$ cat config.mk
export PLATFORM = sky130hd
export DESIGN_NAME = wb_host_regs_flat
export DESIGN_NICKNAME = d
export VERILOG_FILES = /design/src/design/sd_block_pkg.sv /design/src/design/sd_block_if.sv /design/src/design/wb_host_regs.sv /design/src/flat_wrapper.sv
export VERILOG_INCLUDE_DIRS = /design/src /design/src/design
export SDC_FILE = /design/constraint.sdc
export NUM_CORES = 1
export LEC_CHECK = 0
export BUFFER_PORTS_ARGS = -buffer_cell sky130_fd_sc_hd__buf_2
export CAP_MARGIN = 20
export CORE_ASPECT_RATIO = 2
export CORE_MARGIN = 2
export CORE_UTILIZATION = 39
export DETAILED_ROUTE_END_ITERATION = 8
export GPL_TIMING_DRIVEN = 0
export PLACE_DENSITY = 0.77
export SLEW_MARGIN = 20
export SYNTH_ARGS = -nofsm -noshare
export SYNTH_HDL_FRONTEND = slang
export SYNTH_SLANG_ARGS = --single-unit
$ cat constraint.sdc
create_clock -name clk -period 2.8 [get_ports clk]
set_input_delay 0.56 -clock clk [delete_from_list [all_inputs] [get_ports clk]]
set_output_delay 0.56 -clock clk [all_outputs]
set_load 0.005 [all_outputs]
$ cat src/design/sd_block_config.svh
// Build constants for the SD block device; include wherever a divider, count or address is needed
`ifndef SD_BLOCK_CONFIG_SVH
`define SD_BLOCK_CONFIG_SVH

//////////////////////////////////////////////////////////////////////
// SPI clock, clk cycles per half period
//////////////////////////////////////////////////////////////////////
`define SD_SLOW_DIV 32
`define SD_FAST_DIV 2

// Idle bytes with chip select high before CMD0
`define SD_DUMMY_BYTES 10

// 512-byte sector held as 16-bit words
`define SD_SECTOR_WORDS 256

// Wishbone word addresses
`define SD_REG_CTRL 2'd0
`define SD_REG_ADDR 2'd1
`define SD_REG_DATA 2'd2

`endif

$ cat src/design/sd_block_pkg.sv
// Opcode and controller state types plus SD response byte values, shared by RTL and card model
package sd_block_pkg;

	// Host command opcodes, written to bits 1:0 of the control register
	typedef enum logic [1:0] {
		op_init  = 2'd0,
		op_read  = 2'd1,
		op_write = 2'd2
	} blk_op_t;

	// Card controller phases
	typedef enum logic [5:0] {
		st_idle,
		st_dummy,
		st_gap,
		st_send_cmd,
		st_poll_r1,
		st_rd_token,
		st_rd_data,
		st_rd_crc,
		st_wr_token,
		st_wr_data,
		st_wr_crc,
		st_wr_dresp,
		st_wr_busy,
		st_done
	} card_state_t;

	localparam logic [7:0] R1_IDLE        = 8'h01;
	localparam logic [7:0] R1_READY       = 8'h00;
	localparam logic [7:0] TOKEN_START    = 8'hFE;
	// Data response status field, bits 3:1
	localparam logic [2:0] DRESP_ACCEPTED = 3'b010;

endpackage

$ cat src/design/sd_block_if.sv
// Internal links of the block device: host command port and dual-port sector RAM access
`timescale 1ns/1ps

interface blk_cmd_if;
	import sd_block_pkg::*;

	logic        start;
	blk_op_t     op;
	logic [15:0] sector;
	logic        busy;
	logic        err;
	logic        inited;

	modport host (output start, output op, output sector, input busy, input err, input inited);
	modport card (input start, input op, input sector, output busy, output err, output inited);
endinterface

interface sector_buf_if;
	// Host side port
	logic        h_we;
	logic [7:0]  h_addr;
	logic [15:0] h_wdata;
	logic [15:0] h_rdata;
	// Card side port
	logic        c_we;
	logic [7:0]  c_addr;
	logic [15:0] c_wdata;
	logic [15:0] c_rdata;

	modport host (output h_we, output h_addr, output h_wdata, input h_rdata);
	modport card (output c_we, output c_addr, output c_wdata, input c_rdata);
	modport mem (input h_we, input h_addr, input h_wdata, output h_rdata,
		input c_we, input c_addr, input c_wdata, output c_rdata);
endinterface

$ cat src/design/wb_host_regs.sv
// Wishbone classic slave exposing control/status, sector address and the sector data port
`timescale 1ns/1ps
`include "sd_block_config.svh"

module wb_host_regs (
	input  logic        clk,
	input  logic        reset,
	input  logic        wb_cyc,
	input  logic        wb_stb,
	input  logic        wb_we,
	input  logic [1:0]  wb_adr,
	input  logic [15:0] wb_wdata,
	output logic [15:0] wb_rdata,
	output logic        wb_ack,
	blk_cmd_if.host     cmd,
	sector_buf_if.host  buf_h
);
	import sd_block_pkg::*;

	logic        req;
	logic        start_ok;
	logic        data_acc;
	logic [7:0]  ptr;
	logic        rd_data_sel;
	logic [15:0] status;

	// New request only when no ack is pending, so each ack is one cycle
	assign req      = wb_cyc && wb_stb && !wb_ack;
	assign start_ok = req && wb_we && (wb_adr == `SD_REG_CTRL) && !cmd.busy;
	assign data_acc = req && (wb_adr == `SD_REG_DATA);

	// Buffer address follows the word pointer
	assign buf_h.h_addr  = ptr;
	assign buf_h.h_wdata = wb_wdata;
	assign buf_h.h_we    = data_acc && wb_we && !cmd.busy;

	assign status   = {13'd0, cmd.inited, cmd.err, cmd.busy};
	// RAM data arrives in the ack cycle
	assign wb_rdata = rd_data_sel ? buf_h.h_rdata : status;

	always_ff @(posedge clk) begin
		if (reset) begin
			wb_ack      <= 1'b0;
			cmd.start   <= 1'b0;
			ptr         <= 8'd0;
			rd_data_sel <= 1'b0;
		end else begin
			wb_ack    <= req;
			cmd.start <= start_ok;
			if (req)
				rd_data_sel <= (wb_adr == `SD_REG_DATA);
			if (start_ok)
				ptr <= 8'd0;
			else if (data_acc)
				ptr <= ptr + 8'd1;
		end
	end

	// Command payload
	always_ff @(posedge clk) begin
		if (req && wb_we && (wb_adr == `SD_REG_ADDR))
			cmd.sector <= wb_wdata;
		if (start_ok)
			cmd.op <= blk_op_t'(wb_wdata[1:0]);
	end

endmodule

$ cat src/flat_wrapper.sv
// flat-port wrapper written by rule: the top's interface ports become plain ports
module wb_host_regs_flat import sd_block_pkg::*;
  (clk, reset, wb_cyc, wb_stb, wb_we, wb_adr, wb_wdata, wb_rdata, wb_ack, cmd_start, cmd_op, cmd_sector, cmd_busy, cmd_err, cmd_inited, buf_h_h_we, buf_h_h_addr, buf_h_h_wdata, buf_h_h_rdata);
  blk_cmd_if cmd_i ();
  sector_buf_if buf_h_i ();
  input  logic clk;
  input  logic reset;
  input  logic wb_cyc;
  input  logic wb_stb;
  input  logic wb_we;
  input  logic [1:0] wb_adr;
  input  logic [15:0] wb_wdata;
  output logic [15:0] wb_rdata;
  output logic wb_ack;
  output wire logic [$bits(cmd_i.start)-1:0] cmd_start;
  output wire logic [$bits(cmd_i.op)-1:0] cmd_op;
  output wire logic [$bits(cmd_i.sector)-1:0] cmd_sector;
  input wire logic [$bits(cmd_i.busy)-1:0] cmd_busy;
  input wire logic [$bits(cmd_i.err)-1:0] cmd_err;
  input wire logic [$bits(cmd_i.inited)-1:0] cmd_inited;
  output wire logic [$bits(buf_h_i.h_we)-1:0] buf_h_h_we;
  output wire logic [$bits(buf_h_i.h_addr)-1:0] buf_h_h_addr;
  output wire logic [$bits(buf_h_i.h_wdata)-1:0] buf_h_h_wdata;
  input wire logic [$bits(buf_h_i.h_rdata)-1:0] buf_h_h_rdata;
  assign cmd_start = cmd_i.start;
  assign cmd_op = cmd_i.op;
  assign cmd_sector = cmd_i.sector;
  assign cmd_i.busy = cmd_busy;
  assign cmd_i.err = cmd_err;
  assign cmd_i.inited = cmd_inited;
  assign buf_h_h_we = buf_h_i.h_we;
  assign buf_h_h_addr = buf_h_i.h_addr;
  assign buf_h_h_wdata = buf_h_i.h_wdata;
  assign buf_h_i.h_rdata = buf_h_h_rdata;
  wb_host_regs u_core (.clk(clk), .reset(reset), .wb_cyc(wb_cyc), .wb_stb(wb_stb), .wb_we(wb_we), .wb_adr(wb_adr), .wb_wdata(wb_wdata), .wb_rdata(wb_rdata), .wb_ack(wb_ack), .cmd(cmd_i), .buf_h(buf_h_i));
endmodule
---- Yosys cells after proc, flatten, opt, wreduce, memory -nomap -nowiden ----
Cells that the tools add are included.
word-level totals
  register bits ........................... 29
  bits of input ports ..................... 42
  logic and storage cells ................. 23
cells by class
  $add $sub $neg .......................... 1
  equality and inequality tests ........... 2
  mux-type cells .......................... 1
  reductions and logical operators ........ 13
operator list
  operator                                                         count
  16-bit two-way mux                                               1
  1-bit logical AND                                                9
  8-bit by 1-bit adder with 8-bit output, second input constant    1
  2-bit by 1-bit == test with 1-bit output, second input constant  1
  2-bit == test, second input constant                             1
  1-bit zero test                                                  2
  2-bit zero test                                                  1
  2-bit OR reduction                                               1

---- Depth between registers and ports, before layout ----
Gate-level depths: netlist of the first run.
  depth in word-level cells ............... 6
  gate-level depth with buffers ........... 4

---- Worst setup path before layout of the first run ----
No wires, ideal clock.
  path type ............................... input to register
  start ................................... input wb_cyc
  end ..................................... register u_core.cmd.sector[0], enable pin
  setup time .............................. 0.413 ns
  data arrival time ....................... 2.029 ns
  setup slack ............................. 0.358 ns
  stages on the path ...................... 2
  cell sequence ........................... nand4b_1 nor3b_1
on the way
  word-level cells in the longest chain between the ends .. 4
RTL lines
  what                            line                RTL
  start: declaration              flat_wrapper.sv:8   input logic wb_cyc;
  1-bit logical AND (2 in a row)  wb_host_regs.sv:28  assign req = wb_cyc && wb_stb && !wb_ack;
  1-bit logical AND (2 in a row)  wb_host_regs.sv:61  if (req && wb_we && (wb_adr == `SD_REG_ADDR))
  end signal: assignment          wb_host_regs.sv:62  cmd.sector <= wb_wdata;
  end: declaration                sd_block_if.sv:14   modport host (output start, output op, output sector, input busy, input err, input inited);
No other way between the ends.
A chain may end at the register's enable or synchronous reset.

---- Final worst setup path of the first run ----
  start ................................... register u_core.rd_data_sel
  end ..................................... output wb_rdata[9]
on the way
  word-level cells in the longest chain between the ends .. 1
RTL lines
  what                      line                RTL
  start: declaration        wb_host_regs.sv:24  logic rd_data_sel;
  start signal: assignment  wb_host_regs.sv:51  rd_data_sel <= (wb_adr == `SD_REG_DATA);
  16-bit two-way mux        wb_host_regs.sv:39  assign wb_rdata = rd_data_sel ? buf_h.h_rdata : status;
  end: declaration          flat_wrapper.sv:13  output logic [15:0] wb_rdata;
No other way between the ends.

==> qor.txt, run 1 <==
outcome - finished clean
fin crit share - 71.8%
# hold bufs at CTS - 0
Final Cell Area - 1970 sq um
first-pass GRT wire length - 4780 um
Tot Pwr - 0.000957 W
Data required, critical path - 2.24 ns
Worst Tran Pin Value - 0.805 ns
DR vias - 1,222
endpoints failing hold - 0
Die Width - 44.8 um
largest net degree at the start of global routing - 12
critical path fanouts, max - 10
synthesized instance count - 109
register area share after synthesis - 58.5%
Via density - 4.87
CP peak stage delay - 0.31 ns
pwr dens - 486 nW/um^2
Syn Std Cell Area - 1300 sq um
Final Max Slew Viols - 0
most used cell, CP - clkbuf_1
CP endpoint kind - output pin
mux contribution to synthesized area - 2.60%
Netlist cell types - 25
chip height - 85.7 um
Synth Register Bits - 29
starting density of the core - 40.8%
Reg clk slew, reported paths - 0.06 ns
CTS buffer count - 5
antenna-violating nets left - 0
Post-Synth Simple-Gate Area - 19.2%
Setup violations, final - 0
gr usage total - 16.8%
# Post-CTS Setup Buffers - 0
gp weighted congestion - 0.748
drt first pass iters - 4
vias in the first global route - 1,087
placed instance area - 1860 sq um
number of H-tree levels - 2
post-synthesis xor/xnor area fraction - 0%
post-CTS sizing - 0
critical path class - reg -> out
class of the worst hold path - in -> reg
synth-to-layout area growth - 51.3%
Slew HR - 46.1%
I/O pin cnt - 103
Iter 0 DRT Violations - 25
post-synthesis adder-cell area fraction - 0.962%
Compound-Gate Fraction of Synth Area - 8.37%
Reg2Reg Setup Slack - 0.87 ns
worst-skew pair later-pin latency - 0.27 ns
FP Rows - 29
PortBufs - 102
most common library cell in the layout ignoring fill and taps - buf_2
unrepaired setup endpoints after global routing - false
clock buffer depth - 2
layout cell share with drive strength beyond 1 - 59.5%
initial antenna violation count - 0
max_cap viols - 0
Synth Warn # - 0
most frequent cells in the layout - buf_2 (102), edfxtp_1 (18), buf_4 (17)
hpwl dp - 2650 um
clk sinks - 29
Ant. Diodes - 0
CP Launch Type - flip-flop
skew final - 0.00455 ns
Post-Syn Nets - 152
CP max-delay cell - dfxtp_1
Worst VDD drop - 0.492 mV
FMAX - 0.497 GHz
residual DRC count - 0
gr ovfl total - 0
largest family of logic cells by synthesized area - simple AND/OR/NAND/NOR gates
clk root buf - clkbuf_8
wire per inst - 12.9 um
Layout Utilization - 61.7%
WP data arrival - 1.45 ns
minimum clock period - 2.01 ns
final wirelength - 3230 um
Static Leak - 0.951 nW
die footprint - 3840 sq um
CTS tree - done
syn_area_per_cell - 11.9 sq um
core area - 3190 sq um
cell chain of the critical path - clkbuf_1, clkbuf_1, and2_1, buf_2
Net count, final - 262
[worst max-delay path: cells and delay by family (launching register included)]
| family | cells | cell delay (ns) |
|---|---|---|
| flops | 1 | 0.31 |
| buf+inv | 3 | 0.69 |
| simple gates | 1 | 0.19 |
[sequential cells by signal, summed over array words and instances, names as in the netlist]
register,count
u_core.buf_h.h_addr,8
u_core.cmd.op,2
u_core.cmd.sector,16
u_core.cmd.start,1
u_core.rd_data_sel,1
u_core.wb_ack,1
[routing by layer]
layer	global-route usage, %	wire length, um
met1	17.0	1130
met2	30.7	1880
met3	3.58	154
met4	8.02	71
met5	0	0
[cells by family after synthesis]
kind of cell	Yosys count
compound gates	18
fa+ha+maj	1
buf+inv	20
flops	29
mux	3
simple gates	38
[final timing paths]
path | to | from | depth (start not counted)
max | wb_rdata[9] | u_core.rd_data_sel | 4
max reg2reg | u_core.cmd.sector[15] | u_core.wb_ack | 3
min | u_core.cmd.sector[3] | wb_wdata[3] | 1
min reg2reg | u_core.buf_h.h_addr[7] | u_core.buf_h.h_addr[7] | 2
[synthesized netlist by cell type (all sizes together)]
cell type  instances  share of area, %
edfxtp            18                42
buf               16               9.2
and2              14               6.7
dfxtp             11                17
a21oi              9               3.5
o21ai              5               1.9
or3                5               2.4
nand4b             4               3.2
mux2               3               2.6
nand2              3              0.87
o31ai              3               1.7
or4                3               1.7
clkbuf             2              0.58
inv                2              0.58
nand3b             2               1.2
ha                 1              0.96
nand2b             1              0.48
nand4              1              0.48
nor2               1              0.29
nor3               1              0.38
nor3b              1              0.58
nor4               1              0.48
o41ai              1               1.3
or2                1              0.48
[cell type report]
cell class,instances,area (sq um)
Fill cell,286,1220
Sequential cell,29,761
Timing Repair Buffer,103,518
Multi-Input combinational cell,60,410
Buffer,18,128
Clock buffer,6,72.6
Tap cell,31,38.8
Clock inverter,2,33.8
Inverter,2,7.51
[metrics by stage]
stage	setup TNS [ns]	instances	worst slack, ns	hold WS, ns
after floorplan	0	109	0.358	0.468
after global placement	-3.13	242	-0.196	0.461
after detailed placement	0	243	0.565	0.477
after CTS	0	251	0.784	0.475
after global routing	0	251	0.630	0.472
final	0	251	0.789	0.483
[power by group]
part	total [W]	switching (W)	leakage (nW)	internal (W)
Clock	0.000402	0.000140	0.0528	0.000262
Sequential	0.000460	0.00000170	0.251	0.000458
Combinational	0.0000952	0.0000391	0.647	0.0000561
Power figures use the tool's default switching activity.
==> run 2, diff against run 1 <==
clock period = 2 ns   (was 2.8 ns; I/O delays follow)
==> run 2 against run 1 <==
Non-clock buffer count decreased by 1. Clock skew increased by 0.00090 ns. Combinational power increased by 40%. Via count decreased by 2.5%. Final cell count decreased by 0.40%. Setup slack got worse by 0.58 ns. Worst hold slack got worse by 0.16 ns. Wire length decreased by 1.2%. Die area unchanged. Sequential share of layout area increased by 0.55 points. Critical endpoint is now wb_rdata[6]. Largest cell class unchanged. Largest power group unchanged. Highest routed layer unchanged.
==> qor.txt, run 2 (synthesis gave the netlist of run 1 again) <==
wire per inst - 12.8 um (-0.81%)
CP max-delay cell - dfxtp_1
residual DRC count - 0 (unchanged)
Final Non-Filler Cells - 250 (-0.40%)
Tot Pwr - 0.00120 W (+26%)
drt first pass iters - 4 (unchanged)
gp weighted congestion - 0.638 (-15%)
CP peak stage delay - 0.31 ns (about the same)
CTS tree - done
antenna-violating nets left - 0 (unchanged)
most used cell, CP - clkbuf_1
CP Launch Type - flip-flop
clk sinks - 29 (unchanged)
sw frac - 20.0% (+1.1 points)
# hold bufs at CTS - 0 (unchanged)
pwr dens - 619 nW/um^2 (+27%)
critical path class - reg -> out
Internal - 0.000961 W (+24%)
clock buffer depth - 2 (unchanged)
Ant. Diodes - 0 (unchanged)
Final Max Slew Viols - 0 (unchanged)
Worst VDD drop - 0.538 mV (+9.2%)
Die Width - 44.8 um (unchanged)
minimum clock period - 1.79 ns
Clock power frac - 35.4% (-6.6 points)
class of the worst hold path - in -> reg
unrepaired setup endpoints after global routing - false
Net count, final - 261 (-0.38%)
most common library cell in the layout ignoring fill and taps - buf_2
CP endpoint kind - output pin
final worst slack - 0.210 ns (-0.579 ns)
skew final - 0.00545 ns (+0.000900 ns)
dpl ws - -0.121 ns (-0.686 ns)
combinational group share of total power - 11.1% (+1.2 points)
CTS buffer count - 5 (unchanged)
FP Rows - 29 (unchanged)
Reg clk slew, reported paths - 0.06 ns (about the same)
cell chain of the critical path - clkbuf_1, clkbuf_1, and2_1, buf_2
Setup violations, final - 0 (unchanged)
Net Sw Power - 0.000240 W (+33%)
Top reg by flops - u_core.cmd.sector
DR vias - 1,192 (-2.5%)
first-pass GRT wire length - 4760 um (-0.42%)
Static Leak - 0.938 nW (-1.4%)
Worst Tran Pin Value - 0.803 ns (-0.00265 ns)
Iter 0 DRT Violations - 13 (-48%)
number of H-tree levels - 2 (unchanged)
Data required, critical path - 1.60 ns (-0.64 ns)
most frequent cells in the layout - buf_2 (102), edfxtp_1 (18), buf_4 (16)
I/O pin cnt - 103 (unchanged)
worst-skew pair later-pin latency - 0.26 ns (about the same)
WP data arrival - 1.39 ns (-0.06 ns)
final wirelength - 3190 um (-1.2%)
die footprint - 3840 sq um (unchanged)
area taken by multi-input logic gates - 417 sq um (+1.5%)
max_cap viols - 0 (unchanged)
gr ovfl total - 0 (unchanged)
Largest register FFs - 16 (unchanged)
endpoints failing hold - 0 (unchanged)
gr usage total - 16.6% (-0.22 points)
FMAX - 0.559 GHz
Layout Utilization - 60.8% (-0.86 points)
PortBufs - 102 (unchanged)
critical path fanouts, max - 10 (unchanged)
starting density of the core - 40.8% (unchanged)
Seq pwr share - 53.6% (+5.6 points)
clk root buf - clkbuf_8
initial antenna violation count - 0 (unchanged)
core area - 3190 sq um (unchanged)
dpl cells - 242 (-0.41%)
fin crit share - 89.5%
chip height - 85.7 um (unchanged)
Slew HR - 45.9% (-0.17 points)
Setup TNS - 0 ns (unchanged)
Reg area - 761 sq um (unchanged)
vias in the first global route - 1,016 (-6.5%)
largest net degree at the start of global routing - 17 (+5)
outcome - finished clean
hpwl dp - 2730 um (+3.3%)
layout cell share with drive strength beyond 1 - 58.9% (-0.64 points)
Via density - 4.77 (-2.1%)
synth-to-layout area growth - 49.2%
fillers - 280 (-2.1%)
[run 2: worst paths after layout]
kind                          startpoint                      to  slack (ns)  depth (start not counted)
hold reg to reg   u_core.buf_h.h_addr[7]  u_core.buf_h.h_addr[7]        0.48                          2
hold / removal                     reset      u_core.rd_data_sel        0.32                          2
setup reg to reg           u_core.wb_ack    u_core.cmd.sector[3]        0.28                          2
setup / recovery      u_core.rd_data_sel             wb_rdata[6]        0.21                          4
[run 2: final cells by class]
cell class | count | share of cell area (%)
inverter | 2 | 0.387
buffer | 18 | 6.57
clock buffer | 7 | 3.93
multi-input combinational | 60 | 21.5
tap | 31 | 2.00
timing repair buffer | 102 | 26.3
clock inverter | 1 | 0.193
sequential | 29 | 39.2
[run 2: repair_timing]
| action | CTS | global route |
|---|---|---|
| gates resized for setup | 1 | 0 |
| setup endpoints to repair | 1 | 0 |
| buffers inserted | 0 | 0 |
[run 2: layer usage]
metal  share of wire, %  track usage [%]  vias to the layer above  routed length [um]
li1                   -                -                      600                   -
met2                 57             29.5                       53                1820
met1                 33             17.6                      537                1060
met5                  0                0                        -                   0
met4               0.60             5.61                        0                  19
met3                9.3             5.26                        2                 297
[run 2: through the flow]
step                cell area (sq um)  hold WS (ns)
detailed placement               1860         0.471
finish                           1940         0.322
global route                     1940         0.315
global placement                 1860         0.460
CTS                              1940         0.313
floorplan                        1310         0.468
[run 2: power groups by stage]
| stage | Sequential [W] | Clock, W | Combinational [W] |
|---|---|---|---|
| after floorplan | 0.000657 | 0 | 0.0000510 |
| after global placement | 0.000656 | 0 | 0.000131 |
| after detailed placement | 0.000656 | 0 | 0.000134 |
| after CTS | 0.000643 | 0.000442 | 0.000135 |
| after global routing | 0.000644 | 0.000471 | 0.000148 |
| final | 0.000644 | 0.000425 | 0.000133 |
[run 2: worst max-delay path, delay by kind of cell (launching register included)]
kind / cells / cell delay, ns
DFF: 1 / 0.31
buffers and inverters: 3 / 0.65
and+or+nand+nor: 1 / 0.17
==> run 3, diff against run 2 <==
PLACE_DENSITY = 0.84   (was 0.77)
==> run 3 against run 2 <==
Clock skew up 0.0053 ns. Critical endpoint is now wb_rdata[13]. Combinational power barely moved. Via count grew 3.0%. Highest routed layer unchanged. Power rose by 5.0%. Largest cell class unchanged. Non-clock buffer count unchanged. Setup slack worse by 0.076 ns. Sequential share of layout area decreased by 0.23 points. Die area stayed put. Sequential cell count is the same. Register-to-register slack got worse by 0.02 ns.
==> qor.txt, run 3 (synthesis gave the netlist of run 1 again) <==
Setup TNS - 0 ns (unchanged)
Via density - 4.91 (+3.0%)
PortBufs - 102 (unchanged)
Reg2Reg Setup Slack - 0.26 ns (-0.02 ns)
unrepaired setup endpoints after global routing - false
core area - 3190 sq um (unchanged)
number of H-tree levels - 2 (unchanged)
tightest hold margin - 0.314 ns (-0.00864 ns)
largest net degree at the start of global routing - 17 (unchanged)
FP Rows - 29 (unchanged)
CTS tree - done
critical path class - reg -> out
minimum clock period - 1.87 ns (+0.0759 ns)
clk root buf - clkbuf_8
I/O pin cnt - 103 (unchanged)
endpoints failing hold - 0 (unchanged)
CP endpoint kind - output pin
Final Max Slew Viols - 0 (unchanged)
starting density of the core - 40.8% (unchanged)
fillers - 289 (+3.2%)
first-pass GRT wire length - 5220 um (+9.7%)
Hold Path Depth - 2 (unchanged)
chip height - 85.7 um (unchanged)
Reg clk slew, reported paths - 0.07 ns (about the same)
fin crit share - 93.3% (+3.8 points)
Ant. Diodes - 0 (unchanged)
gp weighted congestion - 0.694 (+8.8%)
worst-skew pair later-pin latency - 0.28 ns (+0.02 ns)
Layout Utilization - 61.2% (+0.35 points)
clk sinks - 29 (unchanged)
DR vias - 1,228 (+3.0%)
# hold bufs at CTS - 0 (unchanged)
CP Launch Type - flip-flop
antenna-violating nets left - 0 (unchanged)
post-CTS sizing - 0 (-1)
# Post-CTS Setup Buffers - 0 (unchanged)
Static Leak - 0.946 nW (+0.93%)
Final Non-Filler Cells - 250 (unchanged)
Setup violations, final - 0 (unchanged)
Die Width - 44.8 um (unchanged)
final wirelength - 3550 um (+11%)
most frequent cells in the layout - buf_2 (102), edfxtp_1 (18), buf_4 (16)
max_cap viols - 0 (unchanged)
synth-to-layout area growth - 50.1%
pwr dens - 646 nW/um^2 (+4.4%)
residual DRC count - 0 (unchanged)
Worst VDD drop - 0.497 mV (-7.7%)
FF-to-FF path depth - 2 (unchanged)
clock buffer depth - 2 (unchanged)
drt first pass iters - 4 (unchanged)
Slew HR - 45.9% (about the same)
gr ovfl total - 0 (unchanged)
Net count, final - 261 (unchanged)
class of the worst hold path - in -> reg
Worst Tran Pin Value - 0.803 ns (+0.000350 ns)
most common library cell in the layout ignoring fill and taps - buf_2
die footprint - 3840 sq um (unchanged)
dpl cells - 242 (unchanged)
Tot Pwr - 0.00126 W (+5.0%)
outcome - finished clean
Largest register FFs - 16 (unchanged)
CTS buffer count - 5 (unchanged)
Data required, critical path - 1.60 ns (about the same)
initial antenna violation count - 0 (unchanged)
FMAX - 0.536 GHz (-4.1%)
hpwl dp - 2960 um (+8.3%)
WP data arrival - 1.47 ns (+0.08 ns)
Iter 0 DRT Violations - 28 (+15)
gr usage total - 18.5% (+1.9 points)
vias in the first global route - 1,138 (+12%)
skew final - 0.0108 ns (+0.00534 ns)
layout cell share with drive strength beyond 1 - 59.8% (+0.91 points)
Top reg by flops - u_core.cmd.sector
critical path fanouts, max - 10 (unchanged)
wire per inst - 14.2 um (+11%)
run 3: changes by cell type in the layout (fill, tap and decap cells not counted):
cell      before  now
clkbuf_1       4    2
clkbuf_8       5    6
clkinv_2       0    1
run 3: path summary, 6_finish.rpt:
kind	from	to
max	u_core.rd_data_sel	wb_rdata[13]
min	reset	u_core.wb_ack
max reg2reg	u_core.wb_ack	u_core.cmd.sector[11]
min reg2reg	u_core.buf_h.h_addr[7]	u_core.buf_h.h_addr[7]
run 3: metal layers:
metal	vias up	GRT usage, %	wire, um
met1	554	16.6	1120
met3	9	5.89	369
li1	599	-	-
met5	-	0	0
met2	66	34.4	1960
met4	0	9.09	103
run 3: area by class of cell:
| class | instances | area (sq um) | share of cell area [%] |
|---|---|---|---|
| tap | 31 | 38.8 | 1.99 |
| clock inverter | 2 | 8.76 | 0.448 |
| clock buffer | 6 | 82.6 | 4.23 |
| multi-input combinational | 60 | 417 | 21.3 |
| timing repair buffer | 102 | 510 | 26.1 |
| inverter | 2 | 7.51 | 0.384 |
| buffer | 18 | 128 | 6.53 |
| sequential | 29 | 761 | 38.9 |
run 3: stage by stage:
step	cell area [sq um]	worst slack, ns
finish	1950	0.134
global route	1950	0.00847
global placement	1860	-0.0518
floorplan	1310	0.263
detailed placement	1860	-0.104
CTS	1950	0.0238
run 3: critical path, stage by stage (launching register included):
cell and delay (ns):
dfxtp_1 0.31, clkbuf_1 0.27, clkbuf_1 0.28, and2_1 0.19, buf_2 0.13
run 3: power breakdown:
group          total [W]  internal [W]  leakage [nW]  switching, W
Clock           0.000483      0.000272        0.0486      0.000211
Combinational   0.000135     0.0000789         0.646     0.0000565
Sequential      0.000643      0.000641         0.251    0.00000213
