$ cat src/design/sd_block_config.svh
// Build constants for the SD block device; include wherever a divider, count or address is needed
`ifndef SD_BLOCK_CONFIG_SVH
`define SD_BLOCK_CONFIG_SVH

//////////////////////////////////////////////////////////////////////
// SPI clock, clk cycles per half period
//////////////////////////////////////////////////////////////////////
`define SD_SLOW_DIV 32
`define SD_FAST_DIV 2

// Idle bytes with chip select high before CMD0
`define SD_DUMMY_BYTES 10

// 512-byte sector held as 16-bit words
`define SD_SECTOR_WORDS 256

// Wishbone word addresses
`define SD_REG_CTRL 2'd0
`define SD_REG_ADDR 2'd1
`define SD_REG_DATA 2'd2

`endif

$ cat src/design/sd_block_pkg.sv
// Opcode and controller state types plus SD response byte values, shared by RTL and card model
package sd_block_pkg;

	// Host command opcodes, written to bits 1:0 of the control register
	typedef enum logic [1:0] {
		op_init  = 2'd0,
		op_read  = 2'd1,
		op_write = 2'd2
	} blk_op_t;

	// Card controller phases
	typedef enum logic [5:0] {
		st_idle,
		st_dummy,
		st_gap,
		st_send_cmd,
		st_poll_r1,
		st_rd_token,
		st_rd_data,
		st_rd_crc,
		st_wr_token,
		st_wr_data,
		st_wr_crc,
		st_wr_dresp,
		st_wr_busy,
		st_done
	} card_state_t;

	localparam logic [7:0] R1_IDLE        = 8'h01;
	localparam logic [7:0] R1_READY       = 8'h00;
	localparam logic [7:0] TOKEN_START    = 8'hFE;
	// Data response status field, bits 3:1
	localparam logic [2:0] DRESP_ACCEPTED = 3'b010;

endpackage

$ cat src/design/sd_block_if.sv
// Internal links of the block device: host command port and dual-port sector RAM access
`timescale 1ns/1ps

interface blk_cmd_if;
	import sd_block_pkg::*;

	logic        start;
	blk_op_t     op;
	logic [15:0] sector;
	logic        busy;
	logic        err;
	logic        inited;

	modport host (output start, output op, output sector, input busy, input err, input inited);
	modport card (input start, input op, input sector, output busy, output err, output inited);
endinterface

interface sector_buf_if;
	// Host side port
	logic        h_we;
	logic [7:0]  h_addr;
	logic [15:0] h_wdata;
	logic [15:0] h_rdata;
	// Card side port
	logic        c_we;
	logic [7:0]  c_addr;
	logic [15:0] c_wdata;
	logic [15:0] c_rdata;

	modport host (output h_we, output h_addr, output h_wdata, input h_rdata);
	modport card (output c_we, output c_addr, output c_wdata, input c_rdata);
	modport mem (input h_we, input h_addr, input h_wdata, output h_rdata,
		input c_we, input c_addr, input c_wdata, output c_rdata);
endinterface

$ cat src/design/spi_byte_engine.sv
// SPI mode-0 byte shifter with clk-derived SCLK; one go pulse exchanges one byte
`timescale 1ns/1ps
`include "sd_block_config.svh"

module spi_byte_engine (
	input  logic       clk,
	input  logic       reset,
	input  logic       go,
	input  logic       fast,
	input  logic [7:0] tx,
	input  logic       cs_on,
	input  logic       sd_miso,
	output logic [7:0] rx,
	output logic       done,
	output logic       sd_cs_n,
	output logic       sd_sclk,
	output logic       sd_mosi
);
	logic       active;
	logic       tick;
	logic [7:0] div_cnt;
	logic [7:0] half_top;
	logic [3:0] edge_cnt;
	logic [7:0] tx_sh;

	assign half_top = fast ? 8'(`SD_FAST_DIV - 1) : 8'(`SD_SLOW_DIV - 1);
	// End of an SCLK half period
	assign tick     = active && (div_cnt == half_top);
	assign sd_mosi  = tx_sh[7];
	assign sd_cs_n  = !cs_on;

	always_ff @(posedge clk) begin
		if (reset) begin
			active   <= 1'b0;
			div_cnt  <= 8'd0;
			edge_cnt <= 4'd0;
			sd_sclk  <= 1'b0;
			done     <= 1'b0;
			tx_sh    <= 8'hFF;
		end else begin
			done <= 1'b0;
			if (go && !active) begin
				active   <= 1'b1;
				div_cnt  <= 8'd0;
				edge_cnt <= 4'd0;
				tx_sh    <= tx;
			end else if (tick) begin
				div_cnt  <= 8'd0;
				sd_sclk  <= !sd_sclk;
				edge_cnt <= edge_cnt + 4'd1;
				// Sample on rising edge, shift out on falling edge
				if (!sd_sclk)
					rx <= {rx[6:0], sd_miso};
				else
					tx_sh <= {tx_sh[6:0], 1'b1};
				// 16 edges make one byte
				if (edge_cnt == 4'd15) begin
					active <= 1'b0;
					done   <= 1'b1;
				end
			end else if (active) begin
				div_cnt <= div_cnt + 8'd1;
			end
		end
	end

endmodule

$ cat src/design/card_ctrl.sv
// SD card sequencer over SPI: card reset, single-block read and write for the host port
`timescale 1ns/1ps
`include "sd_block_config.svh"

module card_ctrl (
	input  logic        clk,
	input  logic        reset,
	blk_cmd_if.card     cmd,
	sector_buf_if.card  buf_c,
	input  logic        sd_miso,
	output logic        sd_cs_n,
	output logic        sd_sclk,
	output logic        sd_mosi
);
	import sd_block_pkg::*;

	localparam logic [5:0] CMD_GO_IDLE   = 6'd0;
	localparam logic [5:0] CMD_SEND_OP   = 6'd1;
	localparam logic [5:0] CMD_SET_BLEN  = 6'd16;
	localparam logic [5:0] CMD_READ_BLK  = 6'd17;
	localparam logic [5:0] CMD_WRITE_BLK = 6'd24;
	localparam logic [7:0] LAST_WORD     = 8'(`SD_SECTOR_WORDS - 1);
	localparam logic [3:0] LAST_DUMMY    = 4'(`SD_DUMMY_BYTES - 1);

	card_state_t state;
	logic        pend;
	logic        go;
	logic        done;
	logic        byte_done;
	logic        fast;
	logic        cs_on;
	logic        inited;
	logic        err;
	logic        hi;
	logic [3:0]  bcnt;
	logic [7:0]  wc;
	logic [7:0]  tx;
	logic [7:0]  rx;
	logic [7:0]  lo_byte;
	logic [47:0] frame;
	logic [47:0] frame_sh;
	blk_op_t     op_q;
	logic [15:0] sector_q;

	function automatic logic [47:0] make_frame(input logic [5:0] idx, input logic [31:0] arg);
		logic [7:0] crc;
		// Only CMD0 needs a valid CRC in SPI mode
		crc = (idx == CMD_GO_IDLE) ? 8'h95 : 8'h01;
		return {2'b01, idx, arg, crc};
	endfunction

	// Standard capacity card, byte address is sector * 512
	function automatic logic [47:0] blk_frame(input blk_op_t op, input logic [15:0] sec);
		logic [5:0] idx;
		idx = (op == op_write) ? CMD_WRITE_BLK : CMD_READ_BLK;
		return make_frame(idx, {7'd0, sec, 9'd0});
	endfunction

	spi_byte_engine u_spi (
		.clk     (clk),
		.reset   (reset),
		.go      (go),
		.fast    (fast),
		.tx      (tx),
		.cs_on   (cs_on),
		.sd_miso (sd_miso),
		.rx      (rx),
		.done    (done),
		.sd_cs_n (sd_cs_n),
		.sd_sclk (sd_sclk),
		.sd_mosi (sd_mosi)
	);

	assign byte_done  = pend && done;
	assign frame_sh   = frame << {bcnt, 3'b000};
	assign cs_on      = !(state inside {st_idle, st_dummy, st_gap, st_done});
	assign cmd.busy   = (state != st_idle);
	assign cmd.err    = err;
	assign cmd.inited = inited;
	assign buf_c.c_addr = wc;

	// Byte to send in the current phase
	always_comb begin
		case (state)
			st_send_cmd: tx = frame_sh[47:40];
			st_wr_token: tx = TOKEN_START;
			st_wr_data:  tx = hi ? buf_c.c_rdata[15:8] : buf_c.c_rdata[7:0];
			st_wr_crc:   tx = 8'h00;
			default:     tx = 8'hFF;
		endcase
	end

	//////////////////////////////////////////////////////////////////////
	// Sequencer
	//////////////////////////////////////////////////////////////////////
	always_ff @(posedge clk) begin
		if (reset) begin
			state      <= st_idle;
			pend       <= 1'b0;
			go         <= 1'b0;
			fast       <= 1'b0;
			inited     <= 1'b0;
			err        <= 1'b0;
			hi         <= 1'b0;
			bcnt       <= 4'd0;
			wc         <= 8'd0;
			buf_c.c_we <= 1'b0;
		end else begin
			go         <= 1'b0;
			buf_c.c_we <= 1'b0;
			// Step to the next word once a received word is stored
			if (buf_c.c_we)
				wc <= wc + 8'd1;
			// One byte in flight at a time in every active phase
			if (state != st_idle) begin
				if (!pend) begin
					go   <= 1'b1;
					pend <= 1'b1;
				end else if (done) begin
					pend <= 1'b0;
				end
			end
			case (state)
				st_idle: if (cmd.start) begin
					err      <= 1'b0;
					op_q     <= cmd.op;
					sector_q <= cmd.sector;
					bcnt     <= 4'd0;
					if (!(cmd.op inside {op_read, op_write}) || !inited) begin
						fast  <= 1'b0;
						state <= st_dummy;
					end else begin
						frame <= blk_frame(cmd.op, cmd.sector);
						state <= st_gap;
					end
				end
				st_dummy: if (byte_done) begin
					if (bcnt == LAST_DUMMY) begin
						bcnt  <= 4'd0;
						frame <= make_frame(CMD_GO_IDLE, 32'd0);
						state <= st_send_cmd;
					end else begin
						bcnt <= bcnt + 4'd1;
					end
				end
				st_gap: if (byte_done)
					state <= st_send_cmd;
				st_send_cmd: if (byte_done) begin
					if (bcnt == 4'd5) begin
						bcnt  <= 4'd0;
						state <= st_poll_r1;
					end else begin
						bcnt <= bcnt + 4'd1;
					end
				end
				st_poll_r1: if (byte_done && rx != 8'hFF) begin
					// Retry the same frame unless the R1 moves us on
					state <= st_gap;
					case (frame[45:40])
						CMD_GO_IDLE: if (rx == R1_IDLE)
							frame <= make_frame(CMD_SEND_OP, 32'd0);
						CMD_SEND_OP: if (rx == R1_READY) begin
							fast  <= 1'b1;
							frame <= make_frame(CMD_SET_BLEN, 32'd512);
						end
						CMD_SET_BLEN: if (rx == R1_READY) begin
							inited <= 1'b1;
							if (op_q inside {op_read, op_write})
								frame <= blk_frame(op_q, sector_q);
							else
								state <= st_done;
						end
						default: begin
							wc <= 8'd0;
							hi <= 1'b0;
							if (rx != R1_READY) begin
								err   <= 1'b1;
								state <= st_done;
							end else if (frame[45:40] == CMD_WRITE_BLK) begin
								state <= st_wr_token;
							end else begin
								state <= st_rd_token;
							end
						end
					endcase
				end
				st_rd_token: if (byte_done && rx == TOKEN_START)
					state <= st_rd_data;
				st_rd_data: if (byte_done) begin
					// Low byte first, word written after its high byte
					if (!hi) begin
						lo_byte <= rx;
						hi      <= 1'b1;
					end else begin
						hi            <= 1'b0;
						buf_c.c_we    <= 1'b1;
						buf_c.c_wdata <= {rx, lo_byte};
						if (wc == LAST_WORD)
							state <= st_rd_crc;
					end
				end
				st_rd_crc, st_wr_crc: if (byte_done) begin
					if (bcnt == 4'd1) begin
						bcnt  <= 4'd0;
						state <= (state == st_rd_crc) ? st_done : st_wr_dresp;
					end else begin
						bcnt <= bcnt + 4'd1;
					end
				end
				st_wr_token: if (byte_done)
					state <= st_wr_data;
				st_wr_data: if (byte_done) begin
					hi <= !hi;
					if (hi) begin
						wc <= wc + 8'd1;
						if (wc == LAST_WORD)
							state <= st_wr_crc;
					end
				end
				st_wr_dresp: if (byte_done && rx != 8'hFF) begin
					if (rx[4] || !rx[0] || rx[3:1] != DRESP_ACCEPTED)
						err <= 1'b1;
					state <= st_wr_busy;
				end
				// Card holds MISO low while programming
				st_wr_busy: if (byte_done && rx != 8'h00)
					state <= st_done;
				st_done: if (byte_done)
					state <= st_idle;
				default: state <= st_idle;
			endcase
		end
	end

endmodule

$ cat src/flat_wrapper.sv
// flat-port wrapper written by rule: the top's interface ports become plain ports
module card_ctrl_flat import sd_block_pkg::*;
  (clk, reset, sd_miso, sd_cs_n, sd_sclk, sd_mosi, cmd_start, cmd_op, cmd_sector, cmd_busy, cmd_err, cmd_inited, buf_c_c_we, buf_c_c_addr, buf_c_c_wdata, buf_c_c_rdata);
  blk_cmd_if cmd_i ();
  sector_buf_if buf_c_i ();
  input  logic clk;
  input  logic reset;
  input  logic sd_miso;
  output logic sd_cs_n;
  output logic sd_sclk;
  output logic sd_mosi;
  input wire logic [$bits(cmd_i.start)-1:0] cmd_start;
  input wire logic [$bits(cmd_i.op)-1:0] cmd_op;
  input wire logic [$bits(cmd_i.sector)-1:0] cmd_sector;
  output wire logic [$bits(cmd_i.busy)-1:0] cmd_busy;
  output wire logic [$bits(cmd_i.err)-1:0] cmd_err;
  output wire logic [$bits(cmd_i.inited)-1:0] cmd_inited;
  output wire logic [$bits(buf_c_i.c_we)-1:0] buf_c_c_we;
  output wire logic [$bits(buf_c_i.c_addr)-1:0] buf_c_c_addr;
  output wire logic [$bits(buf_c_i.c_wdata)-1:0] buf_c_c_wdata;
  input wire logic [$bits(buf_c_i.c_rdata)-1:0] buf_c_c_rdata;
  assign cmd_i.start = cmd_start;
  assign cmd_i.op = cmd_op;
  assign cmd_i.sector = cmd_sector;
  assign cmd_busy = cmd_i.busy;
  assign cmd_err = cmd_i.err;
  assign cmd_inited = cmd_i.inited;
  assign buf_c_c_we = buf_c_i.c_we;
  assign buf_c_c_addr = buf_c_i.c_addr;
  assign buf_c_c_wdata = buf_c_i.c_wdata;
  assign buf_c_i.c_rdata = buf_c_c_rdata;
  card_ctrl u_core (.clk(clk), .reset(reset), .cmd(cmd_i), .buf_c(buf_c_i), .sd_miso(sd_miso), .sd_cs_n(sd_cs_n), .sd_sclk(sd_sclk), .sd_mosi(sd_mosi));
endmodule
$ cat config.mk
export PLATFORM = sky130hd
export DESIGN_NAME = card_ctrl_flat
export DESIGN_NICKNAME = d
export VERILOG_FILES = /design/src/design/sd_block_pkg.sv /design/src/design/sd_block_if.sv /design/src/design/spi_byte_engine.sv /design/src/design/card_ctrl.sv /design/src/flat_wrapper.sv
export VERILOG_INCLUDE_DIRS = /design/src /design/src/design
export SDC_FILE = /design/constraint.sdc
export NUM_CORES = 1
export LEC_CHECK = 0
export BUFFER_PORTS_ARGS = -buffer_cell sky130_fd_sc_hd__buf_2
export CAP_MARGIN = 20
export CORE_UTILIZATION = 60
export CTS_CLUSTER_SIZE = 8
export DETAILED_ROUTE_END_ITERATION = 10
export GPL_TIMING_DRIVEN = 0
export PLACE_DENSITY_LB_ADDON = 0.08
export RECOVER_POWER = 25
export SYNTH_ARGS = -nofsm -noshare
export SYNTH_HDL_FRONTEND = slang
export SYNTH_HIERARCHICAL = 1
export SYNTH_SLANG_ARGS = --single-unit
$ cat constraint.sdc
create_clock -name clk -period 10.57 [get_ports clk]
set_input_delay 1.5855 -clock clk [delete_from_list [all_inputs] [get_ports clk]]
set_output_delay 1.5855 -clock clk [all_outputs]
set_load 0.03 [all_outputs]
* Word level (Yosys, flattened, before mapping) *
Cells that the tools add are included.

storage, ports and cells
  register bits = 146
  input port bits = 38
  logic and storage cells = 242
  output and inout bits = 31

operators by class
  multiplexer cells = 90
  eq/ne operators = 62
  reduce and logical (&&, ||, !) cells = 55
  shift-type cells = 1
  bitwise operators = 8
  add/sub/neg operators = 4

operator list
  cell                                                                      count
  48-bit 2-to-1 mux                                                         9
  48-bit case mux with 3 select lines                                       2
  6-bit 2-to-1 mux                                                          22
  8-bit 2-to-1 mux                                                          11
  6-bit case mux with 13 select lines                                       1
  48-bit by 7-bit << shifter with 48-bit output                             1
  4-bit 2-to-1 mux                                                          11
  2-bit by 1-bit inequality test with 1-bit output (second input constant)  22
  6-bit by 4-bit == test with 1-bit output (second input constant)          6
  8-bit case mux with 4 select lines                                        1
  6-bit by 3-bit == test with 1-bit output (second input constant)          4
  6-bit zero test                                                           4
  1-bit 2-to-1 mux                                                          24
  20-bit AND reduction                                                      1
  8-bit by 1-bit adder with 8-bit output (second input constant)            2
  8-bit == test (second input constant)                                     2
  4-bit case mux with 4 select lines                                        1
  8-bit case mux with 2 select lines                                        1
  4-bit AND reduction                                                       4
  3-bit by 2-bit inequality test with 1-bit output (second input constant)  5
  6-bit by 1-bit == test with 1-bit output (second input constant)          2
  6-bit by 2-bit == test with 1-bit output (second input constant)          2
  6-bit by 5-bit == test with 1-bit output (second input constant)          2
  6-bit case mux with 2 select lines                                        1
  other kinds (34)                                                          79

* Depth between registers and ports, before layout *
Gate-level depths: netlist of run 1.

  word-level depth = 9
  mapped depth = 9

* Cells and area by module *
The synthesis of run 1 kept the hierarchy.

by module, submodules not included
  module           times used  cells an instance  area each (µm²)  sequential area each (µm²)
  card_ctrl        1           371                4,290.4          2,322.2
  spi_byte_engine  1           119                1,301.2          700.7

* Worst setup path before layout of run 1 *
Ideal clock, no wire load.

  path kind = in2reg
  start point = input cmd_op[0]
  end point = register u_core.frame[17] (enable)
  setup slack = 5.921 ns
  arrival = 4.221 ns
  stages = 7
  data required time = 10.142 ns
  path through = inv_1 -> ha_1 -> nor2b_1 -> nor3_1 -> a2111oi_0 -> nand3_1 -> a211oi_1

between the ends
  longest elaborated chain between the ends = 6
  elaborated cells between the ends (all ways) = 7
  those cells by class = 3 x eq/ne; 4 x reduce/logical

ends and longest elaborated chain
  element                                                                    RTL line            RTL
  start, declared                                                            flat_wrapper.sv:13  input wire logic [$bits(cmd_i.op)-1:0] cmd_op;
  2-bit by 1-bit == test with 1-bit output or 2-bit == test (tied branches)  card_ctrl.sv:129    if (!(cmd.op inside {op_read, op_write}) || !inited) begin
  2-bit nonzero test *                                                       card_ctrl.sv:129
  1-bit zero test *                                                          card_ctrl.sv:129
  1-bit logical OR *                                                         card_ctrl.sv:129
  2-bit inequality test (no source line) *                                   --
  12-bit AND reduction (no source line) *                                    --
  end signal, assigned                                                       card_ctrl.sv:133    frame <= blk_frame(cmd.op, cmd.sector);
  end signal, assigned                                                       card_ctrl.sv:140    frame <= make_frame(CMD_GO_IDLE, 32'd0);
  end signal, assigned                                                       card_ctrl.sv:161    frame <= make_frame(CMD_SEND_OP, 32'd0);
  end, declared                                                              card_ctrl.sv:40     logic [47:0] frame;

Every way passes the cells marked *; elsewhere a longest branch is shown, timed or not.
A chain may end at the register's enable or synchronous reset.

* Worst setup path in the final report of run 1 *
  start point = register u_core.state[3]
  end point = output cmd_busy

between the ends
  longest elaborated chain between the ends = 1

ends and longest elaborated chain
  element                 RTL line            RTL
  start, declared         card_ctrl.sv:25     card_state_t state;
  start signal, assigned  card_ctrl.sv:98     state <= st_idle;
  start signal, assigned  card_ctrl.sv:131    state <= st_dummy;
  start signal, assigned  card_ctrl.sv:134    state <= st_gap;
  6-bit nonzero test      card_ctrl.sv:77     assign cmd.busy = (state != st_idle);
  end, declared           flat_wrapper.sv:15  output wire logic [$bits(cmd_i.busy)-1:0] cmd_busy;

No other way between the ends.

==> results of run 1 <==
==> cell families after synthesis <==
kind of cell | Yosys count
compound gates | 119
xor+xnor | 18
fa+ha+maj | 7
buf+inv | 46
flops | 116
mux | 25
simple gates | 159
==> critical path, stage by stage (launching register included) <==
cell     delay, ns
dfxtp_1       0.42
nor4_2        0.68
inv_1         0.19
buf_2         0.23
==> cells in the mapped netlist (3+ instances only) <==
master     instances
a211oi_1           5
a21o_1             3
a21oi_1           20
a22o_1            16
a22oi_1            3
a2bb2oi_1          7
a31oi_1            6
and2_1             7
buf_2              9
buf_4              3
buf_6              5
clkbuf_1          12
dfxtp_1           46
edfxtp_1          70
ha_1               7
inv_1             12
mux2i_1           23
nand2_1           30
nand2b_1           4
nand3_1            9
nand4_1           12
nor2_1            38
nor2b_1            9
nor3_1             8
nor4_1             5
nor4b_1            4
o211ai_1           3
o21a_1             3
o21ai_0           16
o221ai_1           3
o31ai_1            5
o32a_1             3
or3_1              7
or4_1              4
xnor2_1            8
xor2_1            10
==> per-stage QoR <==
step                      cell area (sq um)  setup WS [ns]   util
after floorplan                        5590           5.92      -
after global placement                 6070           5.02  0.682
after detailed placement               6120           6.75  0.688
after CTS                              6730           6.95  0.757
after global routing                   6700           6.87  0.753
final                                  6700           6.94  0.753
==> worst paths after layout <==
| kind | startpoint | endpoint | slack [ns] | depth (start not counted) |
|---|---|---|---|---|
| setup / recovery | u_core/state[3]$_SDFFE_PP0P_ | cmd_busy | 6.94 | 3 |
| hold / removal | u_core/lo_byte[7]$_DFFE_PP_ | u_core/buf_c.c_wdata[7]$_DFFE_PP_ | 0.42 | 0 |
| setup reg to reg | u_core/u_spi/div_cnt[2]$_SDFFE_PP0P_ | u_core/u_spi/rx[2]$_DFFE_PP_ | 7.81 | 5 |
| hold reg to reg | u_core/lo_byte[7]$_DFFE_PP_ | u_core/buf_c.c_wdata[7]$_DFFE_PP_ | 0.42 | 0 |
==> power by group <==
group          total [W]  switching (W)  internal [W]
sequential      0.000547      0.0000208      0.000526
clock           0.000590       0.000225      0.000366
combinational   0.000369       0.000224      0.000145
total            0.00151       0.000469       0.00104
==> cell type report <==
| class | count | area [sq um] | area share |
|---|---|---|---|
| Buffer | 32 | 179 | 0.0267 |
| Inverter | 14 | 52.6 | 0.00785 |
| Multi-Input combinational cell | 328 | 2340 | 0.349 |
| Tap cell | 108 | 135 | 0.0202 |
| Timing Repair Buffer | 72 | 360 | 0.0538 |
| Clock inverter | 15 | 194 | 0.0290 |
| Sequential cell | 116 | 3020 | 0.451 |
| Clock buffer | 17 | 414 | 0.0618 |
==> metal layers <==
layer	part of all wire	GRT usage	up-vias
li1	-	-	2059
met1	0.43	0.352	2096
met2	0.49	0.480	197
met4	0.019	0.119	0
met3	0.059	0.0539	27
met5	0	0	-
==> state kept, by name, indices dropped and copies added (netlist names), 2 cells and up <==
signal	count
u_core/u_spi/edge_cnt	4
u_core/sector_q	16
u_core/frame	20
u_core/u_spi/tx_sh	8
u_core/u_spi/rx	8
u_core/buf_c.c_addr	8
u_core/op_q	2
u_core/bcnt	4
u_core/state	4
u_core/buf_c.c_wdata	16
u_core/u_spi/div_cnt	8
u_core/lo_byte	8
==> layout by cell type (no fill, tap or decap), types with 16 or more instances in the layout <==
cell type,count
a21oi_1,20
mux2i_1,23
o21ai_0,16
dfxtp_1,46
nor2_1,38
buf_2,69
edfxtp_1,70
clkbuf_16,16
a22o_1,16
nand2_1,30
clkbuf_1,24
==> metrics.md, run 1 <==
| Metric | Value |
|---|---|
| Run status | completed |
| Power density over the cells | around 220 nW/um^2 |
| First-pass DRT Iterations | 7 |
| Vias after detailed routing | about 4400 |
| Adder-Cell Fraction of Synth Area | 0.0157 |
| Nets | approximately 630 |
| Setup Viol. Count Final | 0 |
| Post-synth top area cell | edfxtp_1 |
| Hold-fix buffers, CTS | 0 |
| Area contributors post-synth | edfxtp_1 38%, dfxtp_1 16%, mux2i_1 4.1% |
| Number of clock sinks | around 120 |
| P_leak | 2.40 nW |
| DP Wirelength | 8680 microns |
| Main combinational cell family by area after synthesis | compound AO/OA/AOI/OAI gates |
| Die area | 9710 sq um |
| Root buffer cell | clkbuf_8 |
| Placer Congestion | around 0.90 |
| # IOs | between 60 and 70 |
| Non-Filler Instances | between 700 and 800 |
| Primary FF master, synth | edfxtp_1 |
| Syn. warnings | 6 |
| Vias in the first global route | around 4300 |
| H-tree levels | 4 |
| Max-cap violations | 0 |
| Hold crit path type | reg -> reg |
| Yosys top cell area share | 0.376 |
| Vias/cell | a little over 6 |
| Total track usage | 0.282 |
| CP Capture Type | output port |
| Initial antenna violation count | 0 |
| Postcts setup bufs | 0 |
| Crit path max fanout | 7 |
| TritonCTS Buffers | 17 |
| Die X | 98.5 microns |
| Final Hold Vio Count | 0 |
| Placed cell count | 670 |
| Detailed Route WL | 13000 microns |
| Initial Utilization | 0.629 |
| Post-CTS Resized | 0 |
| Tcrit/Tclk final | 0.343 |
| Worst-path clk slew | roughly 0.06 ns |
| Syn nets | roughly 540 |
| Worst-Skew Late Latency | around 0.51 ns |
| Die height | 98.5 microns |
| Wire per inst | around 19 microns |
| WHS | around 0.42 ns |
| RSZ-0062 raised after global routing | no |
| Setup CP Type | reg -> out |
| Async SR Flop Fraction | 0 |
| Drt initial violations | 318 |
| Post-synthesis cell area | between 5000 and 6000 sq um |
| Maximum VDD drop | 0.134 mV |
| DRC errors left | 0 |
| Pwr Total | approximately 0.0015 W |
| # fillers | a little over 600 |
| Critical Path Start Type | flip-flop |
| Slew Viols, Final | 0 |
| Mux share of post-synthesis cell area | 0.0465 |
| Pin count of the biggest net entering global routing | 21 |
| Max_slew headroom | 0.323 |
| Post-route ant nets | 0 |
| First-pass GRT wire length | 21100 microns |
| F_max | ~280 MHz |
| ANT cells | 0 |
| Core area | 8890 sq um |
| Share of cells above drive strength 1 | 0.229 |
| Compound-gate portion of the synthesized area | 0.163 |
| Clock Skew | ~0.0073 ns |
| Flops & latches, synth | 116 |
| Total congestion overflow | 0 |
| Placement Rows | 34 |
| CTS tree | built |
| Cell variety after synth | 80 |
| Setup_tns | 0 ns |
| Sequential cell area fraction in the yosys report | 0.541 |
| Avg Cell Area, Syn | 11.4 sq um |
| Clk buf depth | 2 |
| Synth Area in Simple Gates | 0.163 |
| Required time worst endpoint | roughly 9 ns |
| Area growth, synth to finish | 19.8% |
| CP Data Arrival Time | slightly above 2 ns |
| Syn Inst Count | between 400 and 500 |
| Post-synth EDFFs | 70 |
| XOR/XNOR Fraction of Synth Area | 0.0282 |
| Slew @ Worst Pin | 1.01 ns |
| Min cycle time layout | 3.63 ns |
| Port bufs | 68 |
(Power assumes the default switching activity.)
==> run 2: changes to the inputs <==
--- a/config.mk
+++ b/config.mk
@@ -6,9 +6,10 @@
 export SDC_FILE = /design/constraint.sdc
 export NUM_CORES = 1
 export LEC_CHECK = 0
+export ABC_AREA = 1
 export BUFFER_PORTS_ARGS = -buffer_cell sky130_fd_sc_hd__buf_2
 export CAP_MARGIN = 20
-export CORE_UTILIZATION = 60
+export CORE_UTILIZATION = 53
 export CTS_CLUSTER_SIZE = 8
 export DETAILED_ROUTE_END_ITERATION = 10
 export GPL_TIMING_DRIVEN = 0
==> constraint.sdc (replaced) <==
create_clock -name clk -period 2.9 [get_ports clk]
set_input_delay 0.435 -clock clk [delete_from_list [all_inputs] [get_ports clk]]
set_output_delay 0.435 -clock clk [all_outputs]
set_load 0.03 [all_outputs]
==> metrics.md, run 2 <==
| Metric | Value |
|---|---|
| Worst-Skew Late Latency | between 0.5 and 0.6 ns |
| Number of clock sinks | about 120 |
| Power density over the cells | around 760 nW/um^2 |
| Async SR Flop Fraction | 0 |
| Required time worst endpoint | 2.47 ns |
| Critical path's slowest cell | dfxtp_1 |
| Avg Cell Area, Syn | around 9 sq um |
| Hold crit path type | in -> reg |
| Vias in the first global route | 4762 |
| Max stage delay on crit path | roughly 0.39 ns |
| Placement Rows | 37 |
| Post-CTS Resized | 0 |
| Vias after detailed routing | 4961 |
| Top reg by flops | u_core/frame |
| Number of flip-flops in the largest register | 20 |
| Core area | around 11000 sq um |
| ANT cells | 0 |
| Most frequent cells in the layout | 143 x nand2_1, 70 x edfxtp_1, 64 x buf_2 |
| CTS tree | built |
| Tcrit/Tclk final | 0.851 |
| Post-route ant nets | 0 |
| Critical path, cell by cell | nor2_4 > inv_2 > nor2_1 > inv_1 > buf_2 |
| Initial antenna violation count | 0 |
| Post-synth top area cell | edfxtp_1 |
| TritonCTS Buffers | 17 |
| P_leak | about 2.8 nW |
| Crit path max fanout | 6 |
| Placed cell count | 858 |
| Slew Viols, Final | 0 |
| F_max | 405 MHz |
| Commonest non-fill, non-tap cell in the layout | nand2_1 |
| Max-cap violations | 0 |
| Setup Viol. Count Final | 0 |
| Mux share of post-synthesis cell area | 0.0103 |
| Port bufs | slightly below 70 |
| Postcts setup bufs | 0 |
| Vias/cell | approximately 5.6 |
| Regs by FF count | u_core/frame (20), u_core/buf_c.c_wdata (16), u_core/sector_q (16) |
| Pwr Total | about 0.0053 W |
| Primary FF master, synth | edfxtp_1 |
| Non-Filler Instances | 890 |
| Setup CP Type | reg -> out |
| # IOs | 69 |
| Die area | 11500 sq um |
| Adder-Cell Fraction of Synth Area | 0.0150 |
| Share of cells above drive strength 1 | 0.214 |
| Compound-gate portion of the synthesized area | 0.121 |
| Die height | between 100 and 150 microns |
| Main combinational cell family by area after synthesis | simple AND/OR/NAND/NOR gates |
| Yosys top cell area share | 0.359 |
| Total congestion overflow | 0 |
| Drt initial violations | 469 |
| First-pass GRT wire length | 22300 microns |
| Detailed Route WL | 13500 microns |
| Syn. warnings | 6 |
| DP Wirelength | 9840 microns |
| Root buffer cell | clkbuf_8 |
| DRC errors left | 0 |
| Nets | about 790 |
| Cell variety after synth | a little under 50 |
| Top-count cell post-synth | nand2_1 |
| Sequential cell area fraction in the yosys report | 0.517 |
| Synth Area in Simple Gates | 0.277 |
| Pin count of the biggest net entering global routing | 20 |
| Initial Utilization | 0.556 |
| Hold-fix buffers, CTS | 0 |
| Flops & latches, synth | roughly 120 |
| Slew @ Worst Pin | approximately 0.74 ns |
| Syn nets | 694 |
| Run status | completed |
| Final Hold Vio Count | 0 |
| Wire per inst | ~15 microns |
| Max_slew headroom | 0.504 |
| Clk buf depth | 2 |
| Total track usage | 0.254 |
| Util after Layout | 0.662 |
| Placer Congestion | 0.903 |
| CP Data Arrival Time | approximately 2.0 ns |
| XOR/XNOR Fraction of Synth Area | 0.00449 |
| Die X | 107 microns |
| Commonest cells post-synth | 141 x nand2_1, 70 x edfxtp_1, 60 x nor2_1, 53 x inv_1, 47 x nand3_1 |
| RSZ-0062 raised after global routing | no |
| Area growth, synth to finish | 19.0% |
| H-tree levels | 4 |
| First-pass DRT Iterations | 5 |
| Post-synthesis cell area | 5850 sq um |
| CP Capture Type | output port |
| Min cycle time layout | about 2.5 ns |
| Syn Inst Count | 649 |
| Maximum VDD drop | between 0.6 and 0.7 mV |
| Critical Path Start Type | flip-flop |
| Post-synth EDFFs | 70 |
| Area contributors post-synth | edfxtp_1 36%, dfxtp_1 16%, nand2_1 9.1% |
| Worst-path clk slew | ~0.050 ns |
| Clock Skew | 0.00661 ns |
run 2: changes by cell type after synthesis, moves of 10 or more:
cell | previous run | this run
a21oi_1 | 20 | 38
a22o_1 | 16 | 0
a32o_1 | 0 | 15
inv_1 | 12 | 53
inv_2 | 2 | 12
mux2i_1 | 23 | 6
nand2_1 | 30 | 141
nand2_2 | 0 | 12
nand3_1 | 9 | 47
nor2_1 | 38 | 60
o21ai_0 | 16 | 32
run 2: area by class of cell:
| cell class | instances | area, sq um |
|---|---|---|
| Buffer | 13 | 65.1 |
| Clock inverter | 9 | 104 |
| Clock buffer | 23 | 457 |
| Inverter | 68 | 262 |
| Multi-Input combinational cell | 452 | 2500 |
| Tap cell | 136 | 170 |
| Sequential cell | 116 | 3020 |
| Timing Repair Buffer | 73 | 379 |
| Fill cell | 857 | 3550 |
run 2: power breakdown:
group / internal (W) / switching (W)
registers: 0.00193 / 0.000109
logic: 0.000417 / 0.000842
clock network: 0.00126 / 0.000705
run 2: kinds of logic after synthesis:
logic type,after synthesis
multiplexers,6
AND/OR/NAND/NOR,325
adder cells (fa/ha/maj),7
flip-flops,116
AO/OA/AOI/OAI,111
buffers and inverters,81
XOR/XNOR,3
run 2: worst paths after layout:
kind | cells after the start | startpoint | slack, ns | to
worst max-delay path | 5 | u_core/state[0]$_SDFFE_PP0P_ | 0.43 | cmd_busy
worst min-delay path | 1 | sd_miso | 0.09 | u_core/u_spi/rx[0]$_DFFE_PP_
worst min register to register | 0 | u_core/lo_byte[4]$_DFFE_PP_ | 0.42 | u_core/buf_c.c_wdata[4]$_DFFE_PP_
worst max register to register | 5 | u_core/pend$_SDFFE_PP0N_ | 0.46 | u_core/buf_c.c_wdata[2]$_DFFE_PP_
run 2: metrics by stage:
stage               hold WS [ns]  setup WS, ns  cell area (sq um)  setup TNS (ns)
floorplan                  0.400         0.193               5850               0
global placement           0.402        -0.541               6360          -16.54
detailed placement         0.406         0.506               6420               0
CTS                       0.0629         0.515               6990               0
global route              0.0573         0.305               6960               0
finish                    0.0891         0.431               6960               0
run 2: per-layer routing:
metal / GRT usage / wire length [microns] / up-vias / share of wire
met5: 0 / 0 / - / 0
met4: 0.104 / 280 / 0 / 0.021
met3: 0.0663 / 865 / 32 / 0.064
met2: 0.428 / 6610 / 195 / 0.49
met1: 0.309 / 5710 / 2297 / 0.42
li1: - / - / 2437 / -
run 2: critical path, delay by kind of cell (launching register included):
kind | cells | cell delay, ns
buf+inv | 3 | 0.51
flops | 1 | 0.39
simple gates | 2 | 0.62
